File: src/hw/mem_bus_pkg.sv
package mem_bus_pkg;

    // Line geometry
    localparam int line_bytes = 16;
    localparam int line_words = line_bytes / 4;
    localparam int line_bits  = line_words * 32;

    // AXI burst encodings
    localparam logic [7:0] burst_len   = 8'(line_words - 1);
    localparam logic [1:0] burst_fixed = 2'b00;
    localparam logic [1:0] burst_incr  = 2'b01;
    localparam logic [2:0] size_word   = 3'b010;

    // Write buffer FSM
    localparam logic [1:0] wr_idle = 2'd0;
    localparam logic [1:0] wr_addr = 2'd1;
    localparam logic [1:0] wr_data = 2'd2;
    localparam logic [1:0] wr_resp = 2'd3;

    // Read buffer FSM
    localparam logic [1:0] rd_idle = 2'd0;
    localparam logic [1:0] rd_addr = 2'd1;
    localparam logic [1:0] rd_data = 2'd2;

    // Byte address, or the same word split into line, word and byte
    typedef union packed {
        logic [31:0] raw;
        struct packed {
            logic [27:0] line_no;
            logic [1:0]  word;
            logic [1:0]  byte_off;
        } line;
    } bus_addr_u;

endpackage

File: src/hw/cache_bus_top.sv
`timescale 1ns/1ns

module cache_bus_top (
    input  logic                             clk,
    input  logic                             rst,

    input  logic                             req_valid,
    input  logic                             req_uncached,
    input  logic                             req_dirty,
    input  logic [31:0]                      req_addr,
    input  logic [31:0]                      req_victim_addr,
    input  logic [2:0]                       req_size,
    input  logic [3:0]                       req_wstrb,
    input  logic [31:0]                      req_data,
    input  logic [mem_bus_pkg::line_bits-1:0] req_victim_line,
    output logic                             req_ready,
    output logic                             done,
    output logic [mem_bus_pkg::line_bits-1:0] refill_line,

    output logic [31:0]                      axi_awaddr,
    output logic [7:0]                       axi_awlen,
    output logic [1:0]                       axi_awburst,
    output logic [2:0]                       axi_awsize,
    output logic                             axi_awvalid,
    input  logic                             axi_awready,
    output logic [31:0]                      axi_wdata,
    output logic [3:0]                       axi_wstrb,
    output logic                             axi_wlast,
    output logic                             axi_wvalid,
    input  logic                             axi_wready,
    input  logic                             axi_bvalid,
    output logic                             axi_bready,

    output logic [31:0]                      axi_araddr,
    output logic [7:0]                       axi_arlen,
    output logic [1:0]                       axi_arburst,
    output logic [2:0]                       axi_arsize,
    output logic                             axi_arvalid,
    input  logic                             axi_arready,
    input  logic [31:0]                      axi_rdata,
    input  logic                             axi_rlast,
    input  logic                             axi_rvalid,
    output logic                             axi_rready
);

    logic                             wr_en;
    logic                             wr_uncached;
    logic [31:0]                      wr_addr;
    logic [2:0]                       wr_size;
    logic [3:0]                       wr_wstrb;
    logic [31:0]                      wr_data;
    logic [mem_bus_pkg::line_bits-1:0] wr_line;
    logic                             wr_empty;
    logic                             rd_en;
    logic [31:0]                      rd_addr;
    logic                             rd_empty;
    logic [mem_bus_pkg::line_bits-1:0] rd_line;

    miss_bus_ctrl u_ctrl (.*);

    write_axi_buffer u_wr_buf (
        .en         (wr_en),
        .uncached   (wr_uncached),
        .addr       (wr_addr),
        .size       (wr_size),
        .wstrb      (wr_wstrb),
        .data       (wr_data),
        .cache_line (wr_line),
        .empty      (wr_empty),
        .*
    );

    read_axi_buffer u_rd_buf (
        .en    (rd_en),
        .addr  (rd_addr),
        .empty (rd_empty),
        .line  (rd_line),
        .*
    );

endmodule

File: src/hw/miss_bus_ctrl.sv
`timescale 1ns/1ns

module miss_bus_ctrl (
    input  logic                             clk,
    input  logic                             rst,

    input  logic                             req_valid,
    input  logic                             req_uncached,
    input  logic                             req_dirty,
    input  logic [31:0]                      req_addr,
    input  logic [31:0]                      req_victim_addr,
    input  logic [2:0]                       req_size,
    input  logic [3:0]                       req_wstrb,
    input  logic [31:0]                      req_data,
    input  logic [mem_bus_pkg::line_bits-1:0] req_victim_line,
    output logic                             req_ready,
    output logic                             done,
    output logic [mem_bus_pkg::line_bits-1:0] refill_line,

    output logic                             wr_en,
    output logic                             wr_uncached,
    output logic [31:0]                      wr_addr,
    output logic [2:0]                       wr_size,
    output logic [3:0]                       wr_wstrb,
    output logic [31:0]                      wr_data,
    output logic [mem_bus_pkg::line_bits-1:0] wr_line,
    input  logic                             wr_empty,

    output logic                             rd_en,
    output logic [31:0]                      rd_addr,
    input  logic                             rd_empty,
    input  logic [mem_bus_pkg::line_bits-1:0] rd_line
);

    logic busy;
    logic wr_started;
    logic rd_started;
    logic accept;
    logic all_empty;

    // Only the buffers this request started are waited on
    assign all_empty = (!wr_started || wr_empty) && (!rd_started || rd_empty);
    assign done      = busy && all_empty;
    assign req_ready = !busy || all_empty;
    assign accept    = req_valid && req_ready;

    // Store or dirty victim goes out on the write side, every miss refills
    assign wr_en       = accept && (req_uncached || req_dirty);
    assign wr_uncached = req_uncached;
    assign wr_addr     = req_uncached ? req_addr : req_victim_addr;
    assign wr_size     = req_size;
    assign wr_wstrb    = req_wstrb;
    assign wr_data     = req_data;
    assign wr_line     = req_victim_line;

    assign rd_en   = accept && !req_uncached;
    assign rd_addr = req_addr;

    assign refill_line = rd_line;

    always_ff @(posedge clk) begin
        if (rst) begin
            busy       <= 1'b0;
            wr_started <= 1'b0;
            rd_started <= 1'b0;
        end else if (accept) begin
            busy       <= 1'b1;
            wr_started <= wr_en;
            rd_started <= rd_en;
        end else if (done) begin
            busy <= 1'b0;
        end
    end

endmodule

File: src/hw/read_axi_buffer.sv
`timescale 1ns/1ns

module read_axi_buffer (
    input  logic                             clk,
    input  logic                             rst,

    input  logic                             en,
    input  logic [31:0]                      addr,
    output logic                             empty,
    output logic [mem_bus_pkg::line_bits-1:0] line,

    output logic [31:0]                      axi_araddr,
    output logic [7:0]                       axi_arlen,
    output logic [1:0]                       axi_arburst,
    output logic [2:0]                       axi_arsize,
    output logic                             axi_arvalid,
    input  logic                             axi_arready,
    input  logic [31:0]                      axi_rdata,
    input  logic                             axi_rlast,
    input  logic                             axi_rvalid,
    output logic                             axi_rready
);

    logic [1:0]             state;
    logic [1:0]             state_next;
    logic                   accept;
    mem_bus_pkg::bus_addr_u line_addr;
    // Word field doubles as the beat counter
    mem_bus_pkg::bus_addr_u beat_addr;

    always_comb begin
        line_addr.raw = addr;
        line_addr.line.word = 2'd0;
        line_addr.line.byte_off = 2'd0;
    end

    assign accept = en && (state == mem_bus_pkg::rd_idle);
    assign empty  = state == mem_bus_pkg::rd_idle;

    assign axi_araddr  = (state == mem_bus_pkg::rd_idle) ? line_addr.raw : beat_addr.raw;
    assign axi_arlen   = mem_bus_pkg::burst_len;
    assign axi_arburst = mem_bus_pkg::burst_incr;
    assign axi_arsize  = mem_bus_pkg::size_word;
    assign axi_arvalid = accept || (state == mem_bus_pkg::rd_addr);
    assign axi_rready  = 1'b1;

    always_comb begin
        state_next = state;
        case (state)
            mem_bus_pkg::rd_idle: begin
                if (en) begin
                    state_next = axi_arready ? mem_bus_pkg::rd_data : mem_bus_pkg::rd_addr;
                end
            end
            mem_bus_pkg::rd_addr: begin
                if (axi_arready) begin
                    state_next = mem_bus_pkg::rd_data;
                end
            end
            default: begin
                if (axi_rvalid && axi_rlast) begin
                    state_next = mem_bus_pkg::rd_idle;
                end
            end
        endcase
    end

    always_ff @(posedge clk) begin
        if (rst) begin
            state <= mem_bus_pkg::rd_idle;
        end else begin
            state <= state_next;
        end
    end

    // Line holds its last refill until the next burst overwrites it
    always_ff @(posedge clk) begin
        if (accept) begin
            beat_addr <= line_addr;
        end else if ((state == mem_bus_pkg::rd_data) && axi_rvalid) begin
            line[beat_addr.line.word * 32 +: 32] <= axi_rdata;
            beat_addr.line.word <= beat_addr.line.word + 2'd1;
        end
    end

endmodule

File: src/hw/write_axi_buffer.sv
`timescale 1ns/1ns

module write_axi_buffer (
    input  logic                             clk,
    input  logic                             rst,

    input  logic                             en,
    input  logic                             uncached,
    input  logic [31:0]                      addr,
    input  logic [2:0]                       size,
    input  logic [3:0]                       wstrb,
    input  logic [31:0]                      data,
    input  logic [mem_bus_pkg::line_bits-1:0] cache_line,
    output logic                             empty,

    output logic [31:0]                      axi_awaddr,
    output logic [7:0]                       axi_awlen,
    output logic [1:0]                       axi_awburst,
    output logic [2:0]                       axi_awsize,
    output logic                             axi_awvalid,
    input  logic                             axi_awready,
    output logic [31:0]                      axi_wdata,
    output logic [3:0]                       axi_wstrb,
    output logic                             axi_wlast,
    output logic                             axi_wvalid,
    input  logic                             axi_wready,
    input  logic                             axi_bvalid,
    output logic                             axi_bready
);

    logic [1:0]                       state;
    logic [1:0]                       state_next;
    logic [1:0]                       beat;
    logic                             last_beat;
    logic                             accept;
    logic                             aw_from_input;
    logic                             aw_uncached;
    mem_bus_pkg::bus_addr_u           line_addr;
    logic [31:0]                      start_addr;

    logic                             uncached_q;
    logic [31:0]                      addr_q;
    logic [2:0]                       size_q;
    logic [3:0]                       wstrb_q;
    logic [31:0]                      data_q;
    logic [mem_bus_pkg::line_bits-1:0] line_q;

    // Cached traffic starts at the line boundary
    always_comb begin
        line_addr.raw = addr;
        line_addr.line.word = 2'd0;
        line_addr.line.byte_off = 2'd0;
        start_addr = uncached ? addr : line_addr.raw;
    end

    assign accept = en && (state == mem_bus_pkg::wr_idle);
    assign empty  = state == mem_bus_pkg::wr_idle;

    // In idle the request is presented straight from the inputs
    assign aw_from_input = state == mem_bus_pkg::wr_idle;
    assign aw_uncached   = aw_from_input ? uncached : uncached_q;

    assign axi_awaddr  = aw_from_input ? start_addr : addr_q;
    assign axi_awlen   = aw_uncached ? 8'd0 : mem_bus_pkg::burst_len;
    assign axi_awburst = aw_uncached ? mem_bus_pkg::burst_fixed : mem_bus_pkg::burst_incr;
    assign axi_awsize  = aw_uncached ? (aw_from_input ? size : size_q) : mem_bus_pkg::size_word;
    assign axi_awvalid = accept || (state == mem_bus_pkg::wr_addr);

    assign last_beat  = uncached_q || (beat == 2'(mem_bus_pkg::line_words - 1));
    assign axi_wvalid = state == mem_bus_pkg::wr_data;
    assign axi_wdata  = uncached_q ? data_q : line_q[beat * 32 +: 32];
    assign axi_wstrb  = uncached_q ? wstrb_q : 4'hf;
    assign axi_wlast  = axi_wvalid && last_beat;
    assign axi_bready = 1'b1;

    always_comb begin
        state_next = state;
        case (state)
            mem_bus_pkg::wr_idle: begin
                if (en) begin
                    state_next = axi_awready ? mem_bus_pkg::wr_data : mem_bus_pkg::wr_addr;
                end
            end
            mem_bus_pkg::wr_addr: begin
                if (axi_awready) begin
                    state_next = mem_bus_pkg::wr_data;
                end
            end
            mem_bus_pkg::wr_data: begin
                if (axi_wready && last_beat) begin
                    state_next = mem_bus_pkg::wr_resp;
                end
            end
            mem_bus_pkg::wr_resp: begin
                if (axi_bvalid) begin
                    state_next = mem_bus_pkg::wr_idle;
                end
            end
        endcase
    end

    always_ff @(posedge clk) begin
        if (rst) begin
            state <= mem_bus_pkg::wr_idle;
            beat  <= 2'd0;
        end else begin
            state <= state_next;
            if (accept) begin
                beat <= 2'd0;
            end else if (axi_wvalid && axi_wready) begin
                beat <= beat + 2'd1;
            end
        end
    end

    always_ff @(posedge clk) begin
        if (accept) begin
            uncached_q <= uncached;
            addr_q     <= start_addr;
            size_q     <= size;
            wstrb_q    <= wstrb;
            data_q     <= data;
            line_q     <= cache_line;
        end
    end

endmodule

File: config.mk
export PLATFORM = sky130hd
export DESIGN_NAME = cache_bus_top
export DESIGN_NICKNAME = d
export VERILOG_FILES = /design/src/hw/mem_bus_pkg.sv /design/src/hw/cache_bus_top.sv /design/src/hw/miss_bus_ctrl.sv /design/src/hw/read_axi_buffer.sv /design/src/hw/write_axi_buffer.sv
export SDC_FILE = /design/constraint.sdc
export NUM_CORES = 1
export LEC_CHECK = 0
export BUFFER_PORTS_ARGS = -buffer_cell sky130_fd_sc_hd__buf_2
export CORE_AREA = 2 2 208 210
export DETAILED_ROUTE_END_ITERATION = 12
export DIE_AREA = 0 0 210 212
export GPL_TIMING_DRIVEN = 0
export PLACE_DENSITY_LB_ADDON = 0.05
export RECOVER_POWER = 50
export SLEW_MARGIN = 10
export SYNTH_ARGS = -nofsm -noshare
export SYNTH_HDL_FRONTEND = slang
export SYNTH_SLANG_ARGS = --single-unit
File: constraint.sdc
create_clock -name clk -period 14.2 [get_ports clk]
set_clock_uncertainty 0.15 [all_clocks]
set_input_delay 0.71 -clock clk [delete_from_list [all_inputs] [get_ports clk]]
set_output_delay 0.71 -clock clk [all_outputs]
set_load 0.02 [all_outputs]
==> run summary <==
Outcome = finished with violations
Failing checks = capacitance limit, slew limit
DIE HEIGHT = 212 µm
DRC viols = 0
Critical Path, Cell by Cell = inv_1 -> ha_1 -> nor2b_1 -> o21ai_0 -> nand2_1 -> a21oi_1 -> buf_2
Core area = 42,510 µm²
Post-synthesis cell area = 14,880 µm²
FF-to-FF path depth = 5
Synth warnings = 0
R2r setup slk = 10.88 ns
CP delay by family, top = compound AO/OA/AOI/OAI gates
Largest net degree at the start of global routing = 111
Nets@finish = 1,731
Min-delay src = req_victim_line[94]
PwrDens = 163.1 nW/µm²
Critical path class = register to primary output
Hold depth = 1
Initial Utilization = 0.3501
Final setup TNS = 0 ns
Num CTS Buffers = 43
Crit path required time = 13.34 ns
Antenna violations before repair = 13
CTS max path bufs = 3
# IOs = 536
RSZ-0062 raised after global routing = no
Mapped Cells = 866
Crit path buf inv count = 2
Proportion of layout cells with a drive suffix above 1 = 0.3738
Vias in the first global route = 9,151
Dpl ws = 10.79 ns
Finish-stage setup viols = 0
Setup ws final = 10.46 ns
TritonRoute pass-1 iters = 6
Crit-path max cell delay = 0.83 ns
Rows = 76
Final hold violations = 0
Worst-path maximum fanout = 10
Peak supply drop = 0.1111 mV
Via Count = 9,226
Peak Freq = 267.5 MHz
CTS tree = built
Final Max Tran Viols = 57
CP endpoint kind = primary output
Area Overhead vs Synth = 31.07%
Crit share post-route = 0.2633
Worst Hold End = u_wr_buf.line_q[94]$_DFFE_PP_
Worst hold path class = input pin to register
Die width = 210 µm
Post-CTS Setup Bufs = 0
Leakage = 0.007363 µW
DP HPWL = 31,760 µm
Max-capacitance violation count = 2
Synthesized area per cell = 17.18 µm²
CP max stage cell = o21ai_0
RR Endpoint = u_rd_buf.line[69]$_DFFE_PP_
Vias per cell = 4.536
First-pass GRT wire length = 60,000 µm
Distinct cell type count after synthesis = 41
Least-Margin Pin Slew = 1.854 ns
Root buffer selected by CTS = clkbuf_16
Total GRT Usage = 0.1846
Gpl congestion = 0.7735
Routed Antenna Nets = 0
Register bit total from synthesis = 367
Die ar. = 44,520 µm²
CP arrival = 2.88 ns
Grt ovf = 0
Port Buffers = 506
Min Tclk post-route = 3.739 ns
Reg2Reg Launch Point = u_rd_buf.state[0]$_SDFFE_PP0P_
Drt total wl = 42,680 µm
Clk Latency, worst-skew pair = 0.56 ns
CTS clk-pin slew, worst paths = 0.06 ns
DR iter-0 viols = 500
Fin util = 0.4589
Slew headroom = -0.2360
Seq/Total Area, Yosys = 0.7331
CTS sink cnt = 367
CTS Hold Buffers Added = 0
Post-CTS resize count = 0
Post-DR wirelength/cell = 20.98 µm
H-tree depth = 2
Critical Path Start Type = register
==> power by group <==
| group | internal (µW) | switching, µW |
|---|---|---|
| Clock | 667 | 439 |
| Combinational | 255 | 461 |
| Sequential | 1330 | 26.6 |
==> worst max-delay path by stage <==
stage,slack [ns],cells after the start,startpoint,to
6_report,10.46,7,u_wr_buf.state[0]$_SDFFE_PP0P_,axi_arvalid
5_1_grt,10.15,7,u_wr_buf.state[0]$_SDFFE_PP0P_,axi_arvalid
4_1_cts,10.47,8,u_wr_buf.state[0]$_SDFFE_PP0P_,axi_awaddr[25]
3_5_place_dp,10.79,6,req_uncached,u_wr_buf.data_q[20]$_DFFE_PP_
3_3_place_gp,5.96,5,req_uncached,u_wr_buf.data_q[24]$_DFFE_PP_
2_1_floorplan,8.25,4,req_uncached,u_wr_buf.addr_q[0]$_DFFE_PP_
==> layer usage <==
layer,up-vias,global-route usage,share of wire
li1,4346,-,-
met1,4452,0.2273,0.41
met2,353,0.3010,0.48
met3,63,0.07637,0.095
met4,12,0.04916,0.018
met5,-,0,0.0020
==> layout by cell type (no fill, tap or decap), drive strengths merged, types with 4 or more instances in the layout <==
cell and count:
buf 389, edfxtp 356, clkbuf 249, and2 136
mux2 93, nor2 91, mux4 32, conb 24
clkinv 19, dfxtp 11, inv 11, a21oi 10
ha 10, diode 6, nand2b 6, nand2 5
nor3b 4, a311oi 4, bufinv 4
==> logic make-up after synthesis <==
| family | share of synthesized area |
|---|---|
| flip-flops | 0.7331 |
| AND/OR/NAND/NOR | 0.08904 |
| multiplexers | 0.1216 |
| buffers and inverters | 0.03170 |
| AO/OA/AOI/OAI | 0.01446 |
| adder cells (fa/ha/maj) | 0.008408 |
| other | 0.0005046 |
| XOR/XNOR | 0.001177 |
==> state kept, by name, indices dropped and copies added, names as in the netlist <==
| name | count |
|---|---|
| u_wr_buf.beat | 2 |
| u_wr_buf.addr_q | 32 |
| u_rd_buf.beat_addr | 30 |
| u_wr_buf.line_q | 128 |
| u_wr_buf.wstrb_q | 4 |
| u_wr_buf.uncached_q | 1 |
| u_wr_buf.data_q | 32 |
| u_ctrl.busy | 1 |
| u_rd_buf.state | 2 |
| u_wr_buf.state | 2 |
| u_wr_buf.size_q | 3 |
| u_ctrl.wr_started | 1 |
| u_rd_buf.line | 128 |
| u_ctrl.rd_started | 1 |
==> cell type report <==
cell class | instances | area (µm²)
fill | 3998 | 23000
sequential | 367 | 10910
multi-input combinational | 443 | 3576
timing repair buffer | 514 | 2424
clock buffer | 56 | 1196
tap | 546 | 683.2
buffer | 68 | 427.9
clock inverter | 24 | 227.7
inverter | 10 | 45.04
antenna | 6 | 15.01
==> Yosys cell counts (all sizes together) <==
cell type / n / area (µm²)
o211a: 1 / 10.01
o21ai: 3 / 26.27
xor2: 1 / 8.760
mux2i: 3 / 30.03
a21oi: 10 / 50.05
xnor2: 1 / 8.760
conb: 2 / 7.510
nor2b: 2 / 12.51
clkbuf: 22 / 83.83
edfxtp: 356 / 10690
mux4: 32 / 732.0
inv: 10 / 37.54
and3b: 1 / 8.760
a211o: 1 / 8.760
a311o: 1 / 10.01
a21boi: 1 / 7.510
mux2: 93 / 1047
nand2: 5 / 18.77
nor2: 91 / 341.6
nor3b: 4 / 30.03
dfxtp: 11 / 220.2
a2111o: 1 / 11.26
a31oi: 3 / 18.77
a311oi: 4 / 35.03
a222oi: 1 / 10.01
o31ai: 1 / 12.51
ha: 10 / 125.1
nand3: 2 / 10.01
o21a: 2 / 15.01
buf: 46 / 350.3
nand2b: 6 / 37.54
and2: 136 / 850.8
nor3: 3 / 15.01
==> worst register-to-register path, stage by stage, from the launching register on <==
cell and delay (ns):
dfxtp_1 0.29, clkbuf_1 0.16, and3b_1 0.24, clkbuf_1 0.25
and2_0 0.99, clkbuf_1 0.87
==> stage by stage <==
| stage | instance area (µm²) | hold slack, ns | power, µW | instances |
|---|---|---|---|---|
| 2_1_floorplan | 14960 | 0.3380 | 1864 | 888 |
| 3_3_place_gp | 18180 | 0.3525 | 2146 | 1940 |
| 3_5_place_dp | 18350 | 0.3582 | 2118 | 1948 |
| 4_1_cts | 19770 | 0.1245 | 3238 | 2028 |
| 5_1_grt | 19500 | 0.1266 | 3338 | 2031 |
| 6_report | 19510 | 0.1753 | 3182 | 2034 |
Note: power is estimated with default switching activity, not from simulation.
